==> config.mk <==
export PLATFORM = sky130hd
export DESIGN_NAME = stepper_core_top
export DESIGN_NICKNAME = d
export VERILOG_FILES = /design/src/logic/motor_pkg.sv /design/src/logic/spi_pkg.sv /design/src/logic/reset_stretch.sv /design/src/logic/spi_register_port.sv /design/src/logic/quad_encoder.sv /design/src/logic/axis_channel.sv /design/src/logic/status_collector.sv /design/src/logic/stepper_core_top.sv
export SDC_FILE = /design/constraint.sdc
export NUM_CORES = 1
export LEC_CHECK = 0
export BUFFER_PORTS_ARGS = -buffer_cell sky130_fd_sc_hd__buf_2
export CAP_MARGIN = 5
export CORE_ASPECT_RATIO = 1.75
export CORE_MARGIN = 8
export CORE_UTILIZATION = 34
export DETAILED_ROUTE_END_ITERATION = 6
export PLACE_DENSITY_LB_ADDON = 0.2
export SLEW_MARGIN = 25
export SYNTH_ARGS = -nofsm -noshare
export SYNTH_HDL_FRONTEND = slang
export SYNTH_SLANG_ARGS = --single-unit
==> constraint.sdc <==
create_clock -name CLK -period 4.2 [get_ports CLK]
set_input_delay 0.21 -clock CLK [delete_from_list [all_inputs] [get_ports CLK]]
set_output_delay 0.21 -clock CLK [all_outputs]
set_load 0.01 [all_outputs]
==> src/logic/motor_pkg.sv <==
package motor_pkg;

  // Channel count, one axis_channel each
  localparam int NUM_AXES = 2;

  // Step period in CLK cycles
  localparam int PERIOD_BITS = 16;

  // 256 microsteps per electrical cycle
  localparam int PHASE_BITS = 8;

  // Resolution code r advances the phase by 2**(PHASE_BITS-1-r) per step
  localparam int USTEP_CODE_BITS = 3;

  localparam int POSITION_BITS = 32;  // Signed microstep position
  localparam int ENC_BITS = 16;  // Signed encoder count

  // Reset hold time, 2**4 cycles
  localparam int RESET_STRETCH_BITS = 4;

endpackage

==> src/logic/spi_pkg.sv <==
package spi_pkg;

  // Frame is write flag, then address, then data, MSB first
  localparam int FRAME_BITS = 24;
  localparam int ADDR_BITS = 7;
  localparam int DATA_BITS = 16;

  // Wide enough to count a full frame plus overrun
  localparam int BIT_COUNT_BITS = $clog2(FRAME_BITS + 1);

  // Upper address bits select the axis, low bits the register
  localparam int AXIS_SHIFT = 3;

  // Per-axis register map
  localparam logic [AXIS_SHIFT-1:0] REG_CONFIG = 3'd0;  // Bit 0 enable, bits 3:1 resolution
  localparam logic [AXIS_SHIFT-1:0] REG_PERIOD = 3'd1;  // CLK cycles per step
  localparam logic [AXIS_SHIFT-1:0] REG_MOVE = 3'd2;  // Signed step count, launches
  localparam logic [AXIS_SHIFT-1:0] REG_POSITION = 3'd3;  // Read-only
  localparam logic [AXIS_SHIFT-1:0] REG_ENCODER = 3'd4;  // Read-only
  localparam logic [AXIS_SHIFT-1:0] REG_STATUS = 3'd5;  // Busy and sticky fault

endpackage

==> src/logic/reset_stretch.sv <==
`timescale 1ns/1ps

module reset_stretch (
  input  logic CLK,
  input  logic resetn_in,
  output logic resetn
);
  import motor_pkg::*;

  logic [RESET_STRETCH_BITS-1:0] hold_count;

  // Count up to all ones, release one cycle later
  always_ff @(posedge CLK) begin
    if (!resetn_in) begin
      hold_count <= '0;
      resetn <= 1'b0;
    end else begin
      if (!(&hold_count)) begin
        hold_count <= hold_count + 1'b1;
      end
      resetn <= &hold_count;
    end
  end

endmodule

==> src/logic/spi_register_port.sv <==
`timescale 1ns/1ps

module spi_register_port (
  input  logic CLK,
  input  logic resetn,
  input  logic sck,
  input  logic cs,
  input  logic copi,
  output logic cipo,
  output logic wr_strobe,
  output logic [spi_pkg::ADDR_BITS-1:0] wr_addr,
  output logic [spi_pkg::DATA_BITS-1:0] wr_data,
  output logic rd_strobe,
  output logic [spi_pkg::ADDR_BITS-1:0] rd_addr,
  input  logic [spi_pkg::DATA_BITS-1:0] rd_data
);
  import spi_pkg::*;

  // Index 1 is the synchronized level, index 2 the one before
  logic [2:0] sck_sync;
  logic [2:0] cs_sync;
  logic [1:0] copi_sync;

  logic sck_rise;
  logic sck_fall;
  logic cs_rise;
  logic cs_fall;
  logic frame_done;

  logic [FRAME_BITS-1:0] shift_in;
  logic [BIT_COUNT_BITS-1:0] bit_count;
  logic [FRAME_BITS-1:0] shift_out;
  logic [ADDR_BITS-1:0] frame_addr;
  logic load_pending;  // rd_data valid next cycle

  always_ff @(posedge CLK) begin
    sck_sync <= {sck_sync[1:0], sck};
    cs_sync <= {cs_sync[1:0], cs};
    copi_sync <= {copi_sync[0], copi};
  end

  assign sck_rise = sck_sync[1] && !sck_sync[2];
  assign sck_fall = !sck_sync[1] && sck_sync[2];
  assign cs_rise = cs_sync[1] && !cs_sync[2];
  assign cs_fall = !cs_sync[1] && cs_sync[2];

  // Only a frame of exactly FRAME_BITS bits is decoded
  assign frame_done = cs_rise && (bit_count == BIT_COUNT_BITS'(FRAME_BITS));

  always_ff @(posedge CLK) begin
    if (!resetn) begin
      bit_count <= '0;
    end else if (cs_fall) begin
      bit_count <= '0;
    end else if (sck_rise && !cs_sync[1] && !(&bit_count)) begin
      bit_count <= bit_count + 1'b1;  // Saturates on long frames
    end
  end

  always_ff @(posedge CLK) begin
    if (sck_rise && !cs_sync[1]) begin
      shift_in <= {shift_in[FRAME_BITS-2:0], copi_sync[1]};
    end
  end

  // Write flag picks the strobe
  always_ff @(posedge CLK) begin
    if (!resetn) begin
      wr_strobe <= 1'b0;
      rd_strobe <= 1'b0;
    end else begin
      wr_strobe <= frame_done && shift_in[FRAME_BITS-1];
      rd_strobe <= frame_done && !shift_in[FRAME_BITS-1];
    end
  end

  always_ff @(posedge CLK) begin
    if (frame_done) begin
      frame_addr <= shift_in[FRAME_BITS-2 -: ADDR_BITS];
      wr_data <= shift_in[DATA_BITS-1:0];
    end
  end

  assign wr_addr = frame_addr;
  assign rd_addr = frame_addr;

  // Readback goes out in the low bits of the next frame
  always_ff @(posedge CLK) begin
    if (!resetn) begin
      load_pending <= 1'b0;
      shift_out <= '0;
    end else begin
      load_pending <= rd_strobe;
      if (load_pending) begin
        shift_out <= {{(FRAME_BITS - DATA_BITS){1'b0}}, rd_data};
      end else if (sck_fall && !cs_sync[1]) begin
        shift_out <= {shift_out[FRAME_BITS-2:0], 1'b0};  // Mode 0, change on falling
      end
    end
  end

  assign cipo = !cs && shift_out[FRAME_BITS-1];

endmodule

==> src/logic/quad_encoder.sv <==
`timescale 1ns/1ps

module quad_encoder (
  input  logic CLK,
  input  logic resetn,
  input  logic enc_a,
  input  logic enc_b,
  output logic signed [motor_pkg::ENC_BITS-1:0] count,
  output logic fault_pulse
);

  // Index 1 is the current state, index 2 the previous one
  logic [2:0] a_sync;
  logic [2:0] b_sync;
  logic a_moved;
  logic b_moved;

  always_ff @(posedge CLK) begin
    a_sync <= {a_sync[1:0], enc_a};
    b_sync <= {b_sync[1:0], enc_b};
  end

  assign a_moved = a_sync[1] ^ a_sync[2];
  assign b_moved = b_sync[1] ^ b_sync[2];

  always_ff @(posedge CLK) begin
    if (!resetn) begin
      count <= '0;
      fault_pulse <= 1'b0;
    end else begin
      // Both lines at once is not a legal Gray step
      fault_pulse <= a_moved && b_moved;
      if (a_moved != b_moved) begin
        // b leading means new a follows old b
        if (a_sync[1] == b_sync[2]) begin
          count <= count + 1'b1;
        end else begin
          count <= count - 1'b1;
        end
      end
    end
  end

endmodule

==> src/logic/axis_channel.sv <==
`timescale 1ns/1ps

module axis_channel #(
  parameter int AXIS_INDEX = 0
) (
  input  logic CLK,
  input  logic resetn,
  input  logic wr_strobe,
  input  logic [spi_pkg::ADDR_BITS-1:0] wr_addr,
  input  logic [spi_pkg::DATA_BITS-1:0] wr_data,
  input  logic enc_a,
  input  logic enc_b,
  output logic step_out,
  output logic dir_out,  // High for a negative move
  output logic busy,
  output logic phase_a1,
  output logic phase_a2,
  output logic phase_b1,
  output logic phase_b2,
  output logic signed [motor_pkg::POSITION_BITS-1:0] position,
  output logic signed [motor_pkg::ENC_BITS-1:0] enc_count,
  output logic enc_fault_pulse
);
  import motor_pkg::*;
  import spi_pkg::*;

  logic axis_hit;
  logic [AXIS_SHIFT-1:0] reg_sel;
  logic cfg_write;
  logic period_write;
  logic move_write;

  logic enable;
  logic [USTEP_CODE_BITS-1:0] ustep_code;
  logic [PERIOD_BITS-1:0] period;
  logic [PERIOD_BITS-1:0] period_count;
  logic [DATA_BITS-1:0] remaining;
  logic [DATA_BITS-1:0] move_mag;
  logic [PHASE_BITS-1:0] phase_index;
  logic [PHASE_BITS-1:0] phase_inc;
  logic [1:0] quadrant;
  logic step_due;

  assign axis_hit = wr_addr[ADDR_BITS-1:AXIS_SHIFT] == (ADDR_BITS - AXIS_SHIFT)'(AXIS_INDEX);
  assign reg_sel = wr_addr[AXIS_SHIFT-1:0];
  assign cfg_write = wr_strobe && axis_hit && (reg_sel == REG_CONFIG);
  assign period_write = wr_strobe && axis_hit && (reg_sel == REG_PERIOD);
  assign move_write = wr_strobe && axis_hit && (reg_sel == REG_MOVE);

  // Magnitude of the signed count
  assign move_mag = wr_data[DATA_BITS-1] ? (~wr_data + 1'b1) : wr_data;
  assign phase_inc = PHASE_BITS'(1) << (USTEP_CODE_BITS'(PHASE_BITS - 1) - ustep_code);
  assign step_due = period_count >= period;

  always_ff @(posedge CLK) begin
    if (!resetn) begin
      enable <= 1'b0;
      ustep_code <= '0;
      period <= '1;  // Slowest rate until programmed
    end else begin
      if (cfg_write) begin
        enable <= wr_data[0];
        ustep_code <= wr_data[USTEP_CODE_BITS:1];
      end
      if (period_write) begin
        period <= wr_data[PERIOD_BITS-1:0];
      end
    end
  end

  // Move execution
  always_ff @(posedge CLK) begin
    if (!resetn) begin
      busy <= 1'b0;
      dir_out <= 1'b0;
      step_out <= 1'b0;
      remaining <= '0;
      period_count <= '0;
      phase_index <= '0;
      position <= '0;
    end else begin
      step_out <= 1'b0;
      if (cfg_write && !wr_data[0]) begin
        // Disable aborts whatever is left
        busy <= 1'b0;
        remaining <= '0;
      end else if (move_write) begin
        busy <= enable && (move_mag != '0);
        dir_out <= wr_data[DATA_BITS-1];
        remaining <= move_mag;
        period_count <= PERIOD_BITS'(1);  // First pulse one period after busy
      end else if (busy) begin
        if (remaining == '0) begin
          busy <= 1'b0;  // Cycle after the last pulse
        end else if (step_due) begin
          step_out <= 1'b1;
          remaining <= remaining - 1'b1;
          period_count <= PERIOD_BITS'(1);
          if (dir_out) begin
            phase_index <= phase_index - phase_inc;
            position <= position - POSITION_BITS'(phase_inc);
          end else begin
            phase_index <= phase_index + phase_inc;
            position <= position + POSITION_BITS'(phase_inc);
          end
        end else begin
          period_count <= period_count + 1'b1;
        end
      end
    end
  end

  assign quadrant = phase_index[PHASE_BITS-1 -: 2];

  // Coil polarity per quadrant, all off when disabled
  always_ff @(posedge CLK) begin
    if (!resetn || !enable) begin
      phase_a1 <= 1'b0;
      phase_a2 <= 1'b0;
      phase_b1 <= 1'b0;
      phase_b2 <= 1'b0;
    end else begin
      phase_a1 <= (quadrant == 2'd0) || (quadrant == 2'd3);
      phase_a2 <= (quadrant == 2'd1) || (quadrant == 2'd2);
      phase_b1 <= !quadrant[1];
      phase_b2 <= quadrant[1];
    end
  end

  quad_encoder quad_encoder_inst (
    .CLK(CLK),
    .resetn(resetn),
    .enc_a(enc_a),
    .enc_b(enc_b),
    .count(enc_count),
    .fault_pulse(enc_fault_pulse)
  );

endmodule

==> src/logic/status_collector.sv <==
`timescale 1ns/1ps

module status_collector (
  input  logic CLK,
  input  logic resetn,
  input  logic rd_strobe,
  input  logic [spi_pkg::ADDR_BITS-1:0] rd_addr,
  input  logic signed [motor_pkg::POSITION_BITS-1:0] position [motor_pkg::NUM_AXES],
  input  logic signed [motor_pkg::ENC_BITS-1:0] enc_count [motor_pkg::NUM_AXES],
  input  logic [motor_pkg::NUM_AXES-1:0] busy,
  input  logic [motor_pkg::NUM_AXES-1:0] enc_fault_pulse,
  output logic [spi_pkg::DATA_BITS-1:0] rd_data
);
  import motor_pkg::*;
  import spi_pkg::*;

  logic [ADDR_BITS-AXIS_SHIFT-1:0] rd_axis;
  logic [AXIS_SHIFT-1:0] rd_reg;
  logic [NUM_AXES-1:0] status_read;
  logic [NUM_AXES-1:0] fault_sticky;

  assign rd_axis = rd_addr[ADDR_BITS-1:AXIS_SHIFT];
  assign rd_reg = rd_addr[AXIS_SHIFT-1:0];

  always_comb begin
    for (int i = 0; i < NUM_AXES; i++) begin
      status_read[i] = rd_strobe && (rd_reg == REG_STATUS)
                       && (rd_axis == (ADDR_BITS - AXIS_SHIFT)'(i));
    end
  end

  // New fault beats a clearing read
  always_ff @(posedge CLK) begin
    if (!resetn) begin
      fault_sticky <= '0;
    end else begin
      fault_sticky <= enc_fault_pulse | (fault_sticky & ~status_read);
    end
  end

  always_ff @(posedge CLK) begin
    if (rd_strobe) begin
      rd_data <= '0;  // Unmapped and write-only registers
      for (int i = 0; i < NUM_AXES; i++) begin
        if (rd_axis == (ADDR_BITS - AXIS_SHIFT)'(i)) begin
          case (rd_reg)
            REG_POSITION: rd_data <= position[i][DATA_BITS-1:0];
            REG_ENCODER: rd_data <= DATA_BITS'(enc_count[i]);
            REG_STATUS: rd_data <= {{(DATA_BITS - 2){1'b0}}, fault_sticky[i], busy[i]};
            default: rd_data <= '0;
          endcase
        end
      end
    end
  end

endmodule

==> src/logic/stepper_core_top.sv <==
`timescale 1ns/1ps

module stepper_core_top (
  input  logic CLK,
  input  logic resetn_in,
  input  logic sck,
  input  logic cs,
  input  logic copi,
  output logic cipo,
  input  logic [motor_pkg::NUM_AXES-1:0] enc_a,
  input  logic [motor_pkg::NUM_AXES-1:0] enc_b,
  output logic [motor_pkg::NUM_AXES-1:0] step_out,
  output logic [motor_pkg::NUM_AXES-1:0] dir_out,
  output logic [motor_pkg::NUM_AXES-1:0] busy,
  output logic [motor_pkg::NUM_AXES-1:0] phase_a1,
  output logic [motor_pkg::NUM_AXES-1:0] phase_a2,
  output logic [motor_pkg::NUM_AXES-1:0] phase_b1,
  output logic [motor_pkg::NUM_AXES-1:0] phase_b2
);
  import motor_pkg::*;
  import spi_pkg::*;

  logic resetn;  // Stretched internal reset

  // Register bus from the SPI port
  logic wr_strobe;
  logic [ADDR_BITS-1:0] wr_addr;
  logic [DATA_BITS-1:0] wr_data;
  logic rd_strobe;
  logic [ADDR_BITS-1:0] rd_addr;
  logic [DATA_BITS-1:0] rd_data;

  logic signed [POSITION_BITS-1:0] position [NUM_AXES];
  logic signed [ENC_BITS-1:0] enc_count [NUM_AXES];
  logic [NUM_AXES-1:0] enc_fault_pulse;

  reset_stretch reset_stretch_inst (
    .CLK(CLK),
    .resetn_in(resetn_in),
    .resetn(resetn)
  );

  spi_register_port spi_register_port_inst (
    .CLK(CLK),
    .resetn(resetn),
    .sck(sck),
    .cs(cs),
    .copi(copi),
    .cipo(cipo),
    .wr_strobe(wr_strobe),
    .wr_addr(wr_addr),
    .wr_data(wr_data),
    .rd_strobe(rd_strobe),
    .rd_addr(rd_addr),
    .rd_data(rd_data)
  );

  // One channel per axis, writes broadcast to all
  for (genvar i = 0; i < NUM_AXES; i++) begin : g_axis
    axis_channel #(
      .AXIS_INDEX(i)
    ) axis_channel_inst (
      .CLK(CLK),
      .resetn(resetn),
      .wr_strobe(wr_strobe),
      .wr_addr(wr_addr),
      .wr_data(wr_data),
      .enc_a(enc_a[i]),
      .enc_b(enc_b[i]),
      .step_out(step_out[i]),
      .dir_out(dir_out[i]),
      .busy(busy[i]),
      .phase_a1(phase_a1[i]),
      .phase_a2(phase_a2[i]),
      .phase_b1(phase_b1[i]),
      .phase_b2(phase_b2[i]),
      .position(position[i]),
      .enc_count(enc_count[i]),
      .enc_fault_pulse(enc_fault_pulse[i])
    );
  end

  status_collector status_collector_inst (
    .CLK(CLK),
    .resetn(resetn),
    .rd_strobe(rd_strobe),
    .rd_addr(rd_addr),
    .position(position),
    .enc_count(enc_count),
    .busy(busy),
    .enc_fault_pulse(enc_fault_pulse),
    .rd_data(rd_data)
  );

endmodule

==> impl_metrics.json <==
{
  "io_buffers": 23,
  "die_y_um": 312,
  "fin_skew_ns": 0.0186,
  "synth_top_cell_area_share": 0.304,
  "synth_area_leaders": "dfxtp_1 (30%), edfxtp_1 (11%), ha_1 (8.3%), nor2_1 (4.7%), nand2_1 (4.1%)",
  "antenna_found_initial": 0,
  "met3_usage": 0.0165,
  "fin_ws_ns": 0.743,
  "die_x_um": 185,
  "wl_mm": 44.0,
  "first_pass_iters": 5,
  "vias_per_cell": 5.16,
  "post-cts-setup-buffer-count": 0,
  "worstHoldPathType": "in2reg",
  "yosysTopAreaCell": "dfxtp_1",
  "slew_violations": 0,
  "start_util": 0.344,
  "min-delay-start": "enc_b[1]",
  "final_layout_size_suffix_gt1_frac": 0.0825,
  "synthArstFlopShare": 0,
  "synth_edf_count": 63,
  "vdd_ir_drop_max_uv": 291,
  "rsz0062_at_grt": "no",
  "reg2regPathDepth": 13,
  "clockBufferDepth": 3,
  "worst_pin_slew_ns": 1.02,
  "synth-seq-cells": 322,
  "status": "complete, no violations",
  "path_buf_inv": 1,
  "fin_crit_ns": 3.46,
  "yosysWarnings": 0,
  "grt_max_degree": 61,
  "cpMaxStageDelayCell": "dfxtp_1",
  "cts_sinks": 322,
  "cp_max_fo": 14,
  "area_delta_synth_final_pct": 10.7,
  "critPathArrivalTime_ns": 3.91,
  "max-slew-margin-rel": 0.318,
  "path_clk_slew_ns": 0.06,
  "rows": 108,
  "critPathTopFamily": "compound AO/OA/AOI/OAI gates",
  "avgSynthCellArea_sq_um": 9.05,
  "cts_tree": "built",
  "endpoint_kind": "flop",
  "drt-wirelength-per-cell_um": 17.3,
  "fin_crit_sh": 0.823,
  "reg2reg_setup_slack_ns": 0.74,
  "place_ws_ns": 0.771,
  "worstSetupPathType": "reg2reg",
  "syn-num-nets": 2015,
  "clock_latency_ns": 0.53,
  "vias": 13168,
  "grt_overflow_total": 0,
  "synth_seq_area_share": 0.414,
  "ys.flop_type": "dfxtp_1",
  "power.total_mw": 6.50,
  "r2r-start": "g_axis[1].axis_channel_inst.ustep_code[2]",
  "core_area_sq_um": 49600,
  "grt_pass1_vias": 13074,
  "holdPathStages": 2,
  "track_usage": 0.151,
  "grt_util_met2": 0.290,
  "p_per_area_nw_per_um2": 344,
  "startpoint_type": "flop",
  "hold_viol_final": 0,
  "diodes": 0,
  "grt_util_met1": 0.152,
  "cpPeakStageDelay_ns": 0.43,
  "yosysUniqueCellTypes": 90,
  "fillerInstances": 4991,
  "timing.hold.ws_ns": 0.322,
  "htreeDepth": 2,
  "cp_cell_sequence": "or3_1 > ha_1 > mux2_2 > inv_1 > ha_1 > and3_1 > o21ai_1 > o21ai_1 > o41a_1 > o41ai_2 > xnor2_1 > or3_1 > a21oi_1",
  "synth_cells": 1887,
  "grt-busiest-layer": "met2",
  "synth.cell_area_sq_um": 17100,
  "leakage_nw": 7.10,
  "cts_buffers": 34,
  "cts_root_buffer": "clkbuf_16",
  "finalSetupViolations": 0,
  "die_area_sq_um": 57900,
  "ant_nets": 0,
  "final_nets": 1992,
  "drv_cap": 0,
  "grt_pass1_wl_mm": 69.9,
  "fmax_ghz": 0.289,
  "io_pins": 24,
  "dp_hpwl_mm": 32.3,
  "drcViolationCount": 0,
  "final_util": 0.381,
  "drt_iter0_drc": 598,
  "r2r-end": "g_axis[1].axis_channel_inst.position[15]",
  "crit_required_ns": 4.65,
  "gp_congestion": 0.846,
  "cp.depth": 13,
  "setup_tns_ns": 0
}
## Yosys cell counts (16+ instances only)
cell type	n
o21ai_0	44
xnor2_1	80
ha_1	113
mux2i_1	42
a22oi_1	28
a21oi_1	128
nand4_1	20
nand2b_1	19
nor2_1	214
and3_1	26
o22ai_1	16
clkbuf_1	81
o211ai_1	41
a211oi_1	43
nand3_1	38
edfxtp_1	63
a21o_1	33
inv_1	74
xor2_1	67
nor3_1	35
dfxtp_1	259
nand2_1	188
buf_4	16
## repair_timing
item                      CTS  global route
resized for setup           0             0
hold buffers                8             0
hold endpoints to repair   12             0
## flip-flops by register name, indices dropped and copies added, names as in the netlist, 4 cells and up
register / cells
g_axis.axis_channel_inst.period: 32
g_axis.axis_channel_inst.period_count: 32
g_axis.axis_channel_inst.phase_index: 16
g_axis.axis_channel_inst.position: 32
g_axis.axis_channel_inst.quad_encoder_inst.a_sync: 6
g_axis.axis_channel_inst.quad_encoder_inst.b_sync: 6
g_axis.axis_channel_inst.quad_encoder_inst.count: 32
g_axis.axis_channel_inst.remaining: 32
g_axis.axis_channel_inst.ustep_code: 6
reset_stretch_inst.hold_count: 4
spi_register_port_inst.bit_count: 5
spi_register_port_inst.rd_addr: 7
spi_register_port_inst.shift_in: 24
spi_register_port_inst.shift_out: 24
spi_register_port_inst.wr_data: 16
status_collector_inst.rd_data: 16
## how the worst max path moves through the flow
stage / start / end
2_1_floorplan: g_axis[1].axis_channel_inst.ustep_code[1] / g_axis[1].axis_channel_inst.position[15]
3_3_place_gp: g_axis[1].axis_channel_inst.ustep_code[2] / g_axis[1].axis_channel_inst.position[15]
3_5_place_dp: g_axis[1].axis_channel_inst.dir_out / g_axis[1].axis_channel_inst.position[15]
4_1_cts: g_axis[1].axis_channel_inst.ustep_code[2] / g_axis[1].axis_channel_inst.position[15]
5_1_grt: g_axis[1].axis_channel_inst.ustep_code[2] / g_axis[1].axis_channel_inst.position[14]
6_report: g_axis[1].axis_channel_inst.ustep_code[2] / g_axis[1].axis_channel_inst.position[15]
## stage by stage
stage,cell area (sq um),std cells
finish,18900,2550
global route,18900,2550
CTS,18900,2550
detailed placement,17700,2480
global placement,17700,2480
floorplan,17100,1887
## placed cells by master (no fill, tap or decap), drive strengths merged, types with 5 or more instances in the layout
cell / synthesis / final
nand3: 39 / 39
nor2b: 15 / 15
and3: 26 / 26
mux2: 10 / 10
o21a: 10 / 10
and2: 9 / 9
a31oi: 9 / 9
mux2i: 42 / 42
o22ai: 17 / 17
nand2: 188 / 188
xnor2: 80 / 80
a21oi: 129 / 129
nand2b: 19 / 19
clkinvlp: 0 / 5
ha: 113 / 113
nand4: 21 / 21
fa: 6 / 6
or4: 5 / 5
a211oi: 47 / 47
edfxtp: 63 / 63
nor4: 12 / 12
clkinv: 0 / 10
o211ai: 42 / 42
dlygate4sd3: 0 / 8
nor2: 215 / 215
o21ai: 61 / 61
nor3: 37 / 37
nand3b: 13 / 13
xor2: 67 / 67
or3: 16 / 16
dfxtp: 259 / 259
nor3b: 5 / 5
buf: 29 / 46
a21o: 33 / 33
clkbuf: 83 / 44
a22oi: 28 / 28
inv: 75 / 76
o31ai: 9 / 9
## cell families after synthesis
| logic type | after synthesis | share of synthesized area |
|---|---|---|
| simple gates | 636 | 0.178 |
| xor+xnor | 147 | 0.0754 |
| mux | 52 | 0.0312 |
| buf+inv | 188 | 0.0476 |
| compound gates | 419 | 0.161 |
| fa+ha+maj | 123 | 0.0922 |
| flops | 322 | 0.414 |
## power by group
part	leakage (nW)	switching [mW]	internal [mW]
clock network	0.546	1.32	1.79
logic	3.92	0.122	0.0951
registers	2.63	0.0109	3.16
total	7.10	1.46	5.05
## final cells by class
| type | instances | area, sq um | area share |
|---|---|---|---|
| multi-input cells | 1377 | 9210 | 0.487 |
| well taps | 660 | 826 | 0.0437 |
| clock buffers | 44 | 982 | 0.0519 |
| repair buffers | 54 | 368 | 0.0195 |
| clock inverters | 18 | 160 | 0.00847 |
| inverters | 75 | 283 | 0.0150 |
| flip-flops and latches | 322 | 7080 | 0.374 |
## layer usage
| metal | share of wire | vias to the layer above |
|---|---|---|
| met5 | 0 | - |
| li1 | - | 6605 |
| met4 | 0.059 | 0 |
| met2 | 0.55 | 177 |
| met3 | 0.020 | 104 |
| met1 | 0.38 | 6282 |
## worst reg2reg max path, cell delays in order, from the launching register on
cell	delay (ns)
dfxtp_1	0.43
or3_1	0.41
ha_1	0.30
mux2_2	0.31
inv_1	0.07
ha_1	0.27
and3_1	0.19
o21ai_1	0.08
o21ai_1	0.09
o41a_1	0.41
o41ai_2	0.24
xnor2_1	0.12
or3_1	0.31
a21oi_1	0.14
(Power assumes the default switching activity.)
